<file path="src/include/pad_consts.svh">
/*
 * Pad multiplexer constants
 * pad count, select width, register layout, clock divider, ID word
 */
`ifndef PAD_CONSTS_SVH
`define PAD_CONSTS_SVH

// 18 vertical and 4 horizontal muxed pads
`define PAD_NUM_MUXED 22
`define PAD_SEL_W 2
`define PADS_PER_WORD 16

// register bus
`define REG_ADDR_W 4
`define REG_DATA_W 32

`define SLINK_LANES 8

// ref clock to rt clock ratio
`define RT_CLK_DIV 100

`define PAD_ID_WORD 32'hCACABABE

`endif

</file>
<file path="src/design/pad_pkg.sv">
/*
 * Pad function select encoding
 * select register word with raw and per-pad views
 */
`include "pad_consts.svh"

package pad_pkg;

  // reserved value behaves like input only
  typedef enum logic [`PAD_SEL_W-1:0] {
    PAD_SEL_INPUT = 2'd0,
    PAD_SEL_GPIO  = 2'd1,
    PAD_SEL_SLINK = 2'd2,
    PAD_SEL_RSVD  = 2'd3
  } pad_sel_e;

  // bus writes the raw word, the mux reads the select fields
  typedef union packed {
    logic [`REG_DATA_W-1:0]        raw;
    pad_sel_e [`PADS_PER_WORD-1:0] sel;
  } pad_cfg_word_u;

endpackage

</file>
<file path="src/design/reg_pkg.sv">
/*
 * Register bus types
 * word address, data word, response
 */
`include "pad_consts.svh"

package reg_pkg;

  typedef logic [`REG_ADDR_W-1:0] reg_addr_t;
  typedef logic [`REG_DATA_W-1:0] reg_data_t;

  typedef struct packed {
    reg_data_t rdata;
    logic      error;
  } reg_rsp_t;

endpackage

</file>
<file path="src/design/cfg_bus_if.sv">
/*
 * Register bus with valid/ready request and response channels
 */
interface cfg_bus_if;

  // request channel
  logic               req_valid;
  logic               req_ready;
  logic               req_write;
  reg_pkg::reg_addr_t req_addr;
  reg_pkg::reg_data_t req_wdata;

  // response channel
  logic               rsp_valid;
  logic               rsp_ready;
  reg_pkg::reg_rsp_t  rsp;

  modport host (
    output req_valid, req_write, req_addr, req_wdata, rsp_ready,
    input  req_ready, rsp_valid, rsp
  );

  modport device (
    input  req_valid, req_write, req_addr, req_wdata, rsp_ready,
    output req_ready, rsp_valid, rsp
  );

endinterface

</file>
<file path="src/design/clk_rst_gen.sv">
/*
 * Power-on reset synchronizer on the reference clock
 * static divider for the real-time clock
 */
`include "pad_consts.svh"

module clk_rst_gen (
  input  logic ref_clk_i,
  input  logic arst_n_i,
  output logic rst_n_o,
  output logic rt_clk_o
);

  localparam int unsigned half_div = `RT_CLK_DIV / 2;
  localparam int unsigned cnt_w    = $clog2(half_div);

  logic [1:0]       sync_q;
  logic [cnt_w-1:0] cnt_q;
  logic             rt_clk_q;

  // async assert, release after two edges
  always_ff @(posedge ref_clk_i or negedge arst_n_i) begin
    if (!arst_n_i) begin
      sync_q <= '0;
    end else begin
      sync_q <= {sync_q[0], 1'b1};
    end
  end

  assign rst_n_o = sync_q[1];

  ////////////////////
  // rt clock divider
  ////////////////////

  always_ff @(posedge ref_clk_i or negedge rst_n_o) begin
    if (!rst_n_o) begin
      cnt_q    <= '0;
      rt_clk_q <= 1'b0;
    end else if (cnt_q == cnt_w'(half_div - 1)) begin
      cnt_q    <= '0;
      rt_clk_q <= ~rt_clk_q;
    end else begin
      cnt_q <= cnt_q + 1'b1;
    end
  end

  assign rt_clk_o = rt_clk_q;

  a_cnt_range: assert property (@(posedge ref_clk_i) disable iff (!rst_n_o)
    cnt_q <= cnt_w'(half_div - 1))
    else $error("divider counter past its terminal value");

endmodule

</file>
<file path="src/design/pad_cfg_regs.sv">
/*
 * Pad select register file and identification word
 * one access in flight, response one cycle after acceptance
 */
`include "pad_consts.svh"

module pad_cfg_regs (
  input  logic                                   ref_clk_i,
  input  logic                                   rst_n_i,
  cfg_bus_if.device                              bus,
  output pad_pkg::pad_sel_e [`PAD_NUM_MUXED-1:0] pad_sel_o
);

  localparam int unsigned num_cfg_regs =
    (`PAD_NUM_MUXED + `PADS_PER_WORD - 1) / `PADS_PER_WORD;
  localparam int unsigned idx_w = $clog2(num_cfg_regs);
  // id word sits right after the select registers
  localparam reg_pkg::reg_addr_t id_addr = reg_pkg::reg_addr_t'(num_cfg_regs);

  // bits of register r that hold real pad selects
  function automatic reg_pkg::reg_data_t used_mask(int unsigned r);
    int unsigned pads;
    pads = `PAD_NUM_MUXED - r * `PADS_PER_WORD;
    if (pads >= `PADS_PER_WORD) return '1;
    return reg_pkg::reg_data_t'((64'd1 << (pads * `PAD_SEL_W)) - 64'd1);
  endfunction

  pad_pkg::pad_cfg_word_u  cfg_q [num_cfg_regs];
  logic [num_cfg_regs-1:0] wr_en;
  logic [idx_w-1:0]        idx;
  logic                    req_fire;
  logic                    rsp_valid_q;
  reg_pkg::reg_rsp_t       rsp_d;
  reg_pkg::reg_rsp_t       rsp_q;

  assign req_fire = bus.req_valid & bus.req_ready;
  assign idx      = bus.req_addr[idx_w-1:0];

  ////////////////////
  // request decode
  ////////////////////

  always_comb begin
    wr_en = '0;
    rsp_d = '0;
    if (bus.req_addr < id_addr) begin
      if (bus.req_write) begin
        wr_en[idx] = req_fire;
      end else begin
        rsp_d.rdata = cfg_q[idx].raw;
      end
    end else if (bus.req_addr == id_addr && !bus.req_write) begin
      rsp_d.rdata = `PAD_ID_WORD;
    end else begin
      // id write or unmapped address
      rsp_d.error = 1'b1;
    end
  end

  always_ff @(posedge ref_clk_i or negedge rst_n_i) begin
    if (!rst_n_i) begin
      cfg_q <= '{default: '0};
    end else begin
      for (int r = 0; r < num_cfg_regs; r++) begin
        if (wr_en[r]) cfg_q[r].raw <= bus.req_wdata & used_mask(r);
      end
    end
  end

  ////////////////////
  // response
  ////////////////////

  always_ff @(posedge ref_clk_i or negedge rst_n_i) begin
    if (!rst_n_i) begin
      rsp_valid_q <= 1'b0;
    end else if (req_fire) begin
      rsp_valid_q <= 1'b1;
    end else if (bus.rsp_ready) begin
      rsp_valid_q <= 1'b0;
    end
  end

  always_ff @(posedge ref_clk_i) begin
    if (req_fire) rsp_q <= rsp_d;
  end

  // ready stays low while the internal reset is held
  assign bus.req_ready = rst_n_i & (~rsp_valid_q | bus.rsp_ready);
  assign bus.rsp_valid = rsp_valid_q;
  assign bus.rsp       = rsp_q;

  for (genvar p = 0; p < `PAD_NUM_MUXED; p++) begin : gen_sel
    assign pad_sel_o[p] = cfg_q[p / `PADS_PER_WORD].sel[p % `PADS_PER_WORD];
  end

  a_rsp_hold: assert property (@(posedge ref_clk_i) disable iff (!rst_n_i)
    bus.rsp_valid && !bus.rsp_ready |=> bus.rsp_valid && $stable(bus.rsp))
    else $error("response dropped or changed under back-pressure");

  a_no_accept: assert property (@(posedge ref_clk_i) disable iff (!rst_n_i)
    bus.rsp_valid && !bus.rsp_ready |-> !bus.req_ready)
    else $error("request accepted while a response is pending");

  a_last_reg: assert property (@(posedge ref_clk_i) disable iff (!rst_n_i)
    (cfg_q[num_cfg_regs-1].raw & ~used_mask(num_cfg_regs - 1)) == '0)
    else $error("select stored outside the last register's fields");

endmodule

</file>
<file path="src/design/pad_mux.sv">
/*
 * Per-pad function steering
 * gpio and serial-link outputs, gpio inputs
 */
`include "pad_consts.svh"

module pad_mux (
  input  pad_pkg::pad_sel_e [`PAD_NUM_MUXED-1:0] pad_sel_i,
  input  logic [`PAD_NUM_MUXED-1:0]              soc_gpio_out_i,
  input  logic [`PAD_NUM_MUXED-1:0]              soc_gpio_oe_i,
  input  logic [`SLINK_LANES-1:0]                soc_slink_out_i,
  input  logic [`PAD_NUM_MUXED-1:0]              pad_in_i,
  output logic [`PAD_NUM_MUXED-1:0]              pad_out_o,
  output logic [`PAD_NUM_MUXED-1:0]              pad_oe_o,
  output logic [`PAD_NUM_MUXED-1:0]              soc_gpio_in_o
);

  for (genvar n = 0; n < `PAD_NUM_MUXED; n++) begin : gen_pad
    // lanes wrap around the pad ring
    localparam int unsigned lane = n % `SLINK_LANES;

    always_comb begin
      pad_out_o[n]     = 1'b0;
      pad_oe_o[n]      = 1'b0;
      soc_gpio_in_o[n] = 1'b0;
      case (pad_sel_i[n])
        pad_pkg::PAD_SEL_GPIO: begin
          pad_out_o[n]     = soc_gpio_out_i[n];
          pad_oe_o[n]      = soc_gpio_oe_i[n];
          soc_gpio_in_o[n] = pad_in_i[n];
        end
        pad_pkg::PAD_SEL_SLINK: begin
          pad_out_o[n] = soc_slink_out_i[lane];
          pad_oe_o[n]  = 1'b1;
        end
        // output stays off
        pad_pkg::PAD_SEL_INPUT, pad_pkg::PAD_SEL_RSVD: begin
          pad_oe_o[n] = 1'b0;
        end
      endcase
    end
  end

endmodule

</file>
<file path="src/design/astral_pad_top.sv">
/*
 * Pad multiplexing top level
 * reset and rt clock, select registers, pad mux
 */
`include "pad_consts.svh"

module astral_pad_top (
  input  logic                      ref_clk_i,
  input  logic                      arst_n_i,
  // register bus
  input  logic                      cfg_req_valid_i,
  output logic                      cfg_req_ready_o,
  input  logic                      cfg_req_write_i,
  input  logic [`REG_ADDR_W-1:0]    cfg_req_addr_i,
  input  logic [`REG_DATA_W-1:0]    cfg_req_wdata_i,
  output logic                      cfg_rsp_valid_o,
  input  logic                      cfg_rsp_ready_i,
  output logic [`REG_DATA_W-1:0]    cfg_rsp_rdata_o,
  output logic                      cfg_rsp_error_o,
  // soc side
  input  logic [`PAD_NUM_MUXED-1:0] soc_gpio_out_i,
  input  logic [`PAD_NUM_MUXED-1:0] soc_gpio_oe_i,
  output logic [`PAD_NUM_MUXED-1:0] soc_gpio_in_o,
  input  logic [`SLINK_LANES-1:0]   soc_slink_out_i,
  // pad side
  input  logic [`PAD_NUM_MUXED-1:0] pad_in_i,
  output logic [`PAD_NUM_MUXED-1:0] pad_out_o,
  output logic [`PAD_NUM_MUXED-1:0] pad_oe_o,
  output logic                      rt_clk_o
);

  logic                                   rst_n;
  pad_pkg::pad_sel_e [`PAD_NUM_MUXED-1:0] pad_sel;

  ////////////////////
  // clock and reset
  ////////////////////

  clk_rst_gen i_clk_rst_gen (
    .ref_clk_i ( ref_clk_i ),
    .arst_n_i  ( arst_n_i  ),
    .rst_n_o   ( rst_n     ),
    .rt_clk_o  ( rt_clk_o  )
  );

  ////////////////////
  // config registers
  ////////////////////

  cfg_bus_if i_cfg_bus ();

  assign i_cfg_bus.req_valid = cfg_req_valid_i;
  assign i_cfg_bus.req_write = cfg_req_write_i;
  assign i_cfg_bus.req_addr  = cfg_req_addr_i;
  assign i_cfg_bus.req_wdata = cfg_req_wdata_i;
  assign i_cfg_bus.rsp_ready = cfg_rsp_ready_i;
  assign cfg_req_ready_o     = i_cfg_bus.req_ready;
  assign cfg_rsp_valid_o     = i_cfg_bus.rsp_valid;
  assign cfg_rsp_rdata_o     = i_cfg_bus.rsp.rdata;
  assign cfg_rsp_error_o     = i_cfg_bus.rsp.error;

  pad_cfg_regs i_pad_cfg_regs (
    .ref_clk_i ( ref_clk_i ),
    .rst_n_i   ( rst_n     ),
    .bus       ( i_cfg_bus ),
    .pad_sel_o ( pad_sel   )
  );

  pad_mux i_pad_mux (
    .pad_sel_i       ( pad_sel         ),
    .soc_gpio_out_i  ( soc_gpio_out_i  ),
    .soc_gpio_oe_i   ( soc_gpio_oe_i   ),
    .soc_slink_out_i ( soc_slink_out_i ),
    .pad_in_i        ( pad_in_i        ),
    .pad_out_o       ( pad_out_o       ),
    .pad_oe_o        ( pad_oe_o        ),
    .soc_gpio_in_o   ( soc_gpio_in_o   )
  );

endmodule

</file>
<file path="config.mk">
export PLATFORM = sky130hd
export DESIGN_NAME = astral_pad_top
export DESIGN_NICKNAME = d
export VERILOG_FILES = /design/src/design/pad_pkg.sv /design/src/design/reg_pkg.sv /design/src/design/cfg_bus_if.sv /design/src/design/clk_rst_gen.sv /design/src/design/pad_cfg_regs.sv /design/src/design/pad_mux.sv /design/src/design/astral_pad_top.sv
export VERILOG_INCLUDE_DIRS = /design/src /design/src/include
export SDC_FILE = /design/constraint.sdc
export NUM_CORES = 1
export LEC_CHECK = 0
export ABC_AREA = 1
export BUFFER_PORTS_ARGS = -buffer_cell sky130_fd_sc_hd__buf_2
export CAP_MARGIN = 40
export CORE_MARGIN = 1.5
export CORE_UTILIZATION = 40
export DETAILED_ROUTE_END_ITERATION = 6
export PLACE_DENSITY_LB_ADDON = 0.2
export SLEW_MARGIN = 40
export SYNTH_ARGS = -nofsm -noshare
export SYNTH_HDL_FRONTEND = slang
export SYNTH_SLANG_ARGS = --single-unit
</file>
<file path="constraint.sdc">
create_clock -name ref_clk_i -period 4.3 [get_ports ref_clk_i]
set_clock_uncertainty 0.15 [all_clocks]
set_input_delay 0.43 -clock ref_clk_i [delete_from_list [all_inputs] [get_ports ref_clk_i]]
set_output_delay 0.43 -clock ref_clk_i [all_outputs]
set_load 0.01 [all_outputs]
</file>
# Word-level counts from Yosys, hierarchy flattened
# Index checks and enable logic that the tools add are counted.
[totals]
out_inout_bits = 102
regBits = 87
wordCells = 218
in_bits = 115
[classes]
bitwise = 8
n_addsub = 1
n_eq_ne = 68
order_cmp = 4
n_mux = 81
reduce_logical = 48
[op_table]
columns = ["operator", "n"]
rows = [
  ["$mux 32", 7],
  ["$eq 2x2->1 const B", 44],
  ["$pmux 1 s3", 22],
  ["$eq 2x1->1 const B", 22],
  ["$logic_not 2->1", 22],
  ["$pmux 1 s2", 22],
  ["$reduce_or 2->1", 22],
  ["$and 32x32->32", 1],
  ["$mux 1", 26],
  ["$add 6x1->6 const B", 1],
  ["$eq 6x6->1 const B", 1],
  ["$mux 6", 1],
  ["$eq 4x2->1 const B", 1],
  ["$lt 4x2->1 const B", 1],
  ["$mux 2", 2],
  ["$and 1x1->1", 2],
  ["$and 2x2->2", 1],
  ["$ge 2x2->1 const B", 1],
  ["$logic_and 1x1->1", 2],
  ["$lt 1x2->1 const B", 1],
  ["$not 1->1", 2],
  ["$not 1->2", 1],
  ["$reduce_bool 2->1", 1],
  ["$demux 1 s1", 1],
  ["3 further kinds", 3],
]

# Depth between registers and ports, before layout
[logic_depth]
ltp_word = 9
ltp_mapped = 8

# Cells and area by module
# A second synthesis with hierarchy kept.
[hier_totals]
cells_unflattened = 657
hier_area_um2 = 5517.8
[modules_own_cells]
columns = ["mod", "cells_per_inst", "n_inst", "area_per_inst_um2", "seq_area_each_um2"]
rows = [
  ["pad_cfg_regs", 330, 1, 3353.2, 2117.0],
  ["pad_mux", 286, 1, 1774.2, 0.0],
  ["clk_rst_gen", 41, 1, 390.4, 225.2],
]

# Worst setup path after synthesis
# No wires, ideal clock.
[synth_path]
path_kind = "reg-to-reg"
start = "reg i_clk_rst_gen.sync_q[1]"
end = "reg i_pad_cfg_regs.rsp_q (netlist bit i_pad_cfg_regs.bus.rsp[0]) (enable)"
setup_slack_ns = 1.166
stages_incl_launch_ff = 3
t_arrival_ns = 2.596
n_path_buf = 0
synth_period_minus_slack_ns = 3.134
path_cell_list = "dfrtp_1 -> nand3_1 -> inv_1"
[synth_via]
elab_chain_len = 2
[synth_rtl]
columns = ["element", "line_no", "text"]
rows = [
  ["start, declared", "clk_rst_gen.sv:17", "logic [1:0] sync_q;"],
  ["start signal, assigned", "clk_rst_gen.sv:26", "sync_q <= {sync_q[0], 1'b1};"],
  ["$and 1x1->1", "pad_cfg_regs.sv:89", "assign bus.req_ready = rst_n_i & (~rsp_valid_q | bus.rsp_ready);"],
  ["$and 1x1->1", "pad_cfg_regs.sv:36", "assign req_fire = bus.req_valid & bus.req_ready;"],
  ["net i_pad_cfg_regs.req_fire", "pad_cfg_regs.sv:31", "logic req_fire;"],
  ["end signal, assigned", "pad_cfg_regs.sv:85", "if (req_fire) rsp_q <= rsp_d;"],
  ["end, declared", "pad_cfg_regs.sv:34", "reg_pkg::reg_rsp_t rsp_q;"],
]
# The timed path passes the listed nets, and every way through them passes these cells.
# A chain may end at the register's enable or synchronous reset.

# Final worst setup path
[layout_path]
start = "reg i_pad_cfg_regs.rsp_valid_q (netlist: i_pad_cfg_regs.bus.rsp_valid)"
end = "reg i_pad_cfg_regs.cfg_q (netlist bit i_pad_cfg_regs.pad_sel_o[4])"
[layout_via]
elab_chain_len = 7
[layout_rtl]
columns = ["element", "line_no", "text"]
rows = [
  ["start, declared", "pad_cfg_regs.sv:32", "logic rsp_valid_q;"],
  ["start signal, assigned", "pad_cfg_regs.sv:76", "rsp_valid_q <= 1'b0;"],
  ["start signal, assigned", "pad_cfg_regs.sv:78", "rsp_valid_q <= 1'b1;"],
  ["start signal, assigned", "pad_cfg_regs.sv:80", "rsp_valid_q <= 1'b0;"],
  ["$not 1->1", "pad_cfg_regs.sv:89", ""],
  ["$or 1x1->1", "pad_cfg_regs.sv:89", ""],
  ["$and 1x1->1", "pad_cfg_regs.sv:89", ""],
  ["$and 1x1->1", "pad_cfg_regs.sv:36", ""],
  ["$and 2x2->2 (no source line)", "-", ""],
  ["$mux 2", "pad_cfg_regs.sv:47", "if (bus.req_write) begin"],
  ["$mux 2", "pad_cfg_regs.sv:46", "if (bus.req_addr < id_addr) begin"],
  ["end, declared", "pad_cfg_regs.sv:28", "pad_pkg::pad_cfg_word_u cfg_q [num_cfg_regs];"],
]
# Every way passes these cells.

==> flow_summary_export.csv <==
group,metric,value,unit
clocking,cts_made_buffers,9,
clocking,cts.sinks,87,
timing,drv_slew,0,
synth,synth.most_common_cell,"nand2_1",
detailed_routing,drt_iter0_drc,218,
floorplanning,num_rows,41,
synth,yosysWarnings,0,
hold_path,holdPathEnd,"i_pad_cfg_regs.pad_sel_o[25]$_DFFE_PN0P_",
power,seqPwrFrac,0.445,
synth,synth_cells,589,
floorplanning,die_x,117,um
setup_path,cp.required,4.37,ns
synth,synth_top_cell_area_share,0.259,
place,dpl.cell_count,962,
setup_path,cp-start-kind,"flip-flop",
synth,ys_seq_area_frac,0.449,
clocking,cts-resized-gates,0,
timing,final-setup-viol-count,0,
clocking,cts_tree,"built",
hold_path,hp-start,"cfg_req_wdata_i[25]",
detailed_routing,drc,0,
clocking,clock-root-buffer,"clkbuf_16",
timing,rsz0062_at_grt,"no",
grt,antenna_found_initial,1,
detailed_routing,drt-pass1-iter-count,5,
place,dpl.hpwl,10400,um
grt,globalRouteOverflowTotal,0,
setup_path,cp-end-kind,"flip-flop",
grt,grt_pass1_vias,4248,
final_layout,fillers,1223,
timing,finalHoldViolCount,0,
power,p_int,1.59,mW
power,power_density,328,nW/um2
power,pwr-share-comb,0.214,
place,numPortBuffers,216,
grt,grt_util_all_layers,0.195,
floorplanning,die_h,117,um
setup_path,rr_endpoint,"i_pad_cfg_regs.pad_sel_o[4]$_DFFE_PN0P_",
setup_path,r2r_slack,2.03,ns
final_layout,design_area,6760,um2
place,dpl_cell_area,6430,um2
detailed_routing,ant_nets,0,
floorplanning,dieArea,13700,um2
timing,timing.hold.ws,0.183,ns
detailed_routing,viasPerCell,4.70,
flow_run,maxCapViolCount,0,
clocking,clk_latency,0.33,ns
synth,synth_common_cells,"172 x nand2_1, 80 x inv_1, 68 x ha_1",
detailed_routing,vias,4619,
synth,synth_area_leaders,"dfrtp_1 26%, edfxtp_1 19%, ha_1 16%",
synth,yosys_register_bits,87,
final_layout,layout.nets,986,
hold_path,min_path_cells,3,
timing,final.setup.tns,0,ns
synth,yosysTopAreaCell,"dfrtp_1",
power,cellLeakagePower,3.71,nW
clocking,htree_num_levels,3,
synth,syn_area,5220,um2
timing,fmax,0.441,GHz
setup_path,cp_max_fo,32,
floorplanning,io_pins,217,
outcome,outcome,"completed",
timing,tightestPinTransition,0.776,ns
clocking,path_clk_slew,0.06,ns
power,clkPwrFrac,0.342,
synth,ys.flop_type,"dfrtp_1",
timing,slew_headroom,0.481,
place,place_congestion,0.803,
timing,period_needed,2.27,ns
setup_path,timing.rr.start,"i_pad_cfg_regs.bus.rsp_valid$_DFFE_PN0P_",
hold_path,hp-class,"primary input to flip-flop",
grt,grt_max_degree,54,
power,vdd_drop_max,142,uV
grt,grt_first_pass_wirelength,20200,um
synth,yosysUniqueCellTypes,26,
detailed_routing,routed_wirelength,13600,um
clocking,cts_max_path_buffers,2,
final_layout,final_cells,982,
synth,synthesis.nets,772,
synth,syn_avg_cell_area,8.86,um2
setup_path,critPathKind,"flip-flop to flip-flop",
setup_path,reg2regPathDepth,7,
synth,synth_edf_count,33,
floorplanning,coreArea,12700,um2
floorplanning,start_util,0.412,
power,power.switching,0.621,mW
final_layout,finish.utilization,0.534,
timing,fin_crit_sh,0.527,
final_layout,syn2layout_area_growth,29.6,%
detailed_routing,wire_per_inst,13.8,um
final_layout,drive_gt1_frac,0.328,
synth,async_reset_ff_frac,0.621,
setup_path,arrival,2.34,ns
power,p_sw_frac,0.280,
[kinds of logic (layout without fill, tap and decap cells)]
kind of cell               count (synthesis)  in the layout  synth area share
buffers and inverters                    100            319            0.0811
adders and majority gates                 68             68             0.163
DFF                                       87             87             0.449
muxes                                     22             22            0.0475
AOI/OAI and AO/OA                         57             57            0.0549
xor gates and xnor gates                   2              2           0.00336
and+or+nand+nor                          252            252             0.200
other                                      1              3          0.000719
[registers in the layout (all words and copies together) (netlist names)]
signal	cells
i_pad_cfg_regs.pad_sel_o	44
i_clk_rst_gen.sync_q	2
i_clk_rst_gen.cnt_q	6
i_clk_rst_gen.rt_clk_o	1
i_pad_cfg_regs.bus.rsp	33
i_pad_cfg_regs.bus.rsp_valid	1
[layer usage]
metal / GRT usage / part of all wire / vias up
met4: 0.0530 / 0.0090 / 0
met2: 0.358 / 0.49 / 163
met3: 0.0546 / 0.080 / 10
li1: - / - / 2309
met1: 0.223 / 0.42 / 2137
met5: 0 / 0 / -
[critical path: stages, from the launching register on]
cell and delay [ns]:
dfrtp_1 0.37, nand2_1 0.10, nand3_1 0.17, nor2_4 0.51, buf_4 0.36, nand2_4 0.28
nand2_1 0.14, nand2_1 0.06
[stage by stage]
| stage | setup WS, ns | total power [mW] |
|---|---|---|
| detailed placement | 1.68 | 1.48 |
| global placement | 1.77 | 1.45 |
| global route | 1.77 | 2.35 |
| floorplan | 1.17 | 1.27 |
| CTS | 1.98 | 2.24 |
| finish | 2.03 | 2.22 |
[worst max-delay path by stage]
stage                                        startpoint                                        to  slack [ns]  cells past startpoint
3_5_place_dp                          cfg_req_addr_i[0]       i_pad_cfg_regs.bus.rsp[6]$_DFFE_PP_        1.68                      4
2_1_floorplan         i_clk_rst_gen.sync_q[1]$_DFF_PN0_   i_pad_cfg_regs.bus.rsp[0]$_SDFFCE_PN0P_        1.17                      2
4_1_cts        i_pad_cfg_regs.bus.rsp_valid$_DFFE_PN0P_  i_pad_cfg_regs.pad_sel_o[14]$_DFFE_PN0P_        1.98                      7
3_3_place_gp                          cfg_req_addr_i[0]      i_pad_cfg_regs.bus.rsp[28]$_DFFE_PP_        1.77                      4
5_1_grt        i_pad_cfg_regs.bus.rsp_valid$_DFFE_PN0P_   i_pad_cfg_regs.pad_sel_o[1]$_DFFE_PN0P_        1.77                      7
6_report       i_pad_cfg_regs.bus.rsp_valid$_DFFE_PN0P_   i_pad_cfg_regs.pad_sel_o[4]$_DFFE_PN0P_        2.03                      7
[layout make-up]
class,instances,area [um2],area share
inverters,81,304,0.0450
well taps,172,215,0.0318
repair buffers,222,1150,0.170
flip-flops and latches,87,2340,0.347
diodes,2,5.00,0.000740
clock buffers,16,292,0.0431
multi-input cells,402,2450,0.363
[cells in the final DEF, fill, tap and decap left out]
cell,n
buf_2,216
nand2_1,172
inv_1,79
ha_1,68
dfrtp_1,53
nand3_1,49
edfxtp_1,33
a21oi_1,28
o21ai_0,28
nor2_1,23
mux2_2,22
clkbuf_16,9
clkbuf_8,4
buf_4,4
clkbuf_1,3
diode_2,2
inv_2,2
nor2_4,2
and2_1,1
nand3_2,1
xor2_1,1
or2_2,1
or2_1,1
nand2_4,1
nand2_2,1
xnor2_1,1
a31oi_1,1
dlygate4sd3_1,1
conb_1,1
dfrtp_2,1
buf_16,1
[power by group through the flow]
stage | Sequential, mW | Clock, mW | Combinational [mW]
after floorplan | 0.999 | 0 | 0.270
after global placement | 0.998 | 0 | 0.457
after detailed placement | 1.00 | 0 | 0.475
after CTS | 0.986 | 0.776 | 0.479
after global routing | 0.995 | 0.810 | 0.541
final | 0.985 | 0.757 | 0.473
[timing repair]
action | 4_1_cts | 5_1_grt
hold buffers | 1 | 0
endpoints found under the hold margin | 2 | 0
buffers inserted | 0 | 0
Power figures use the tool's default switching activity.
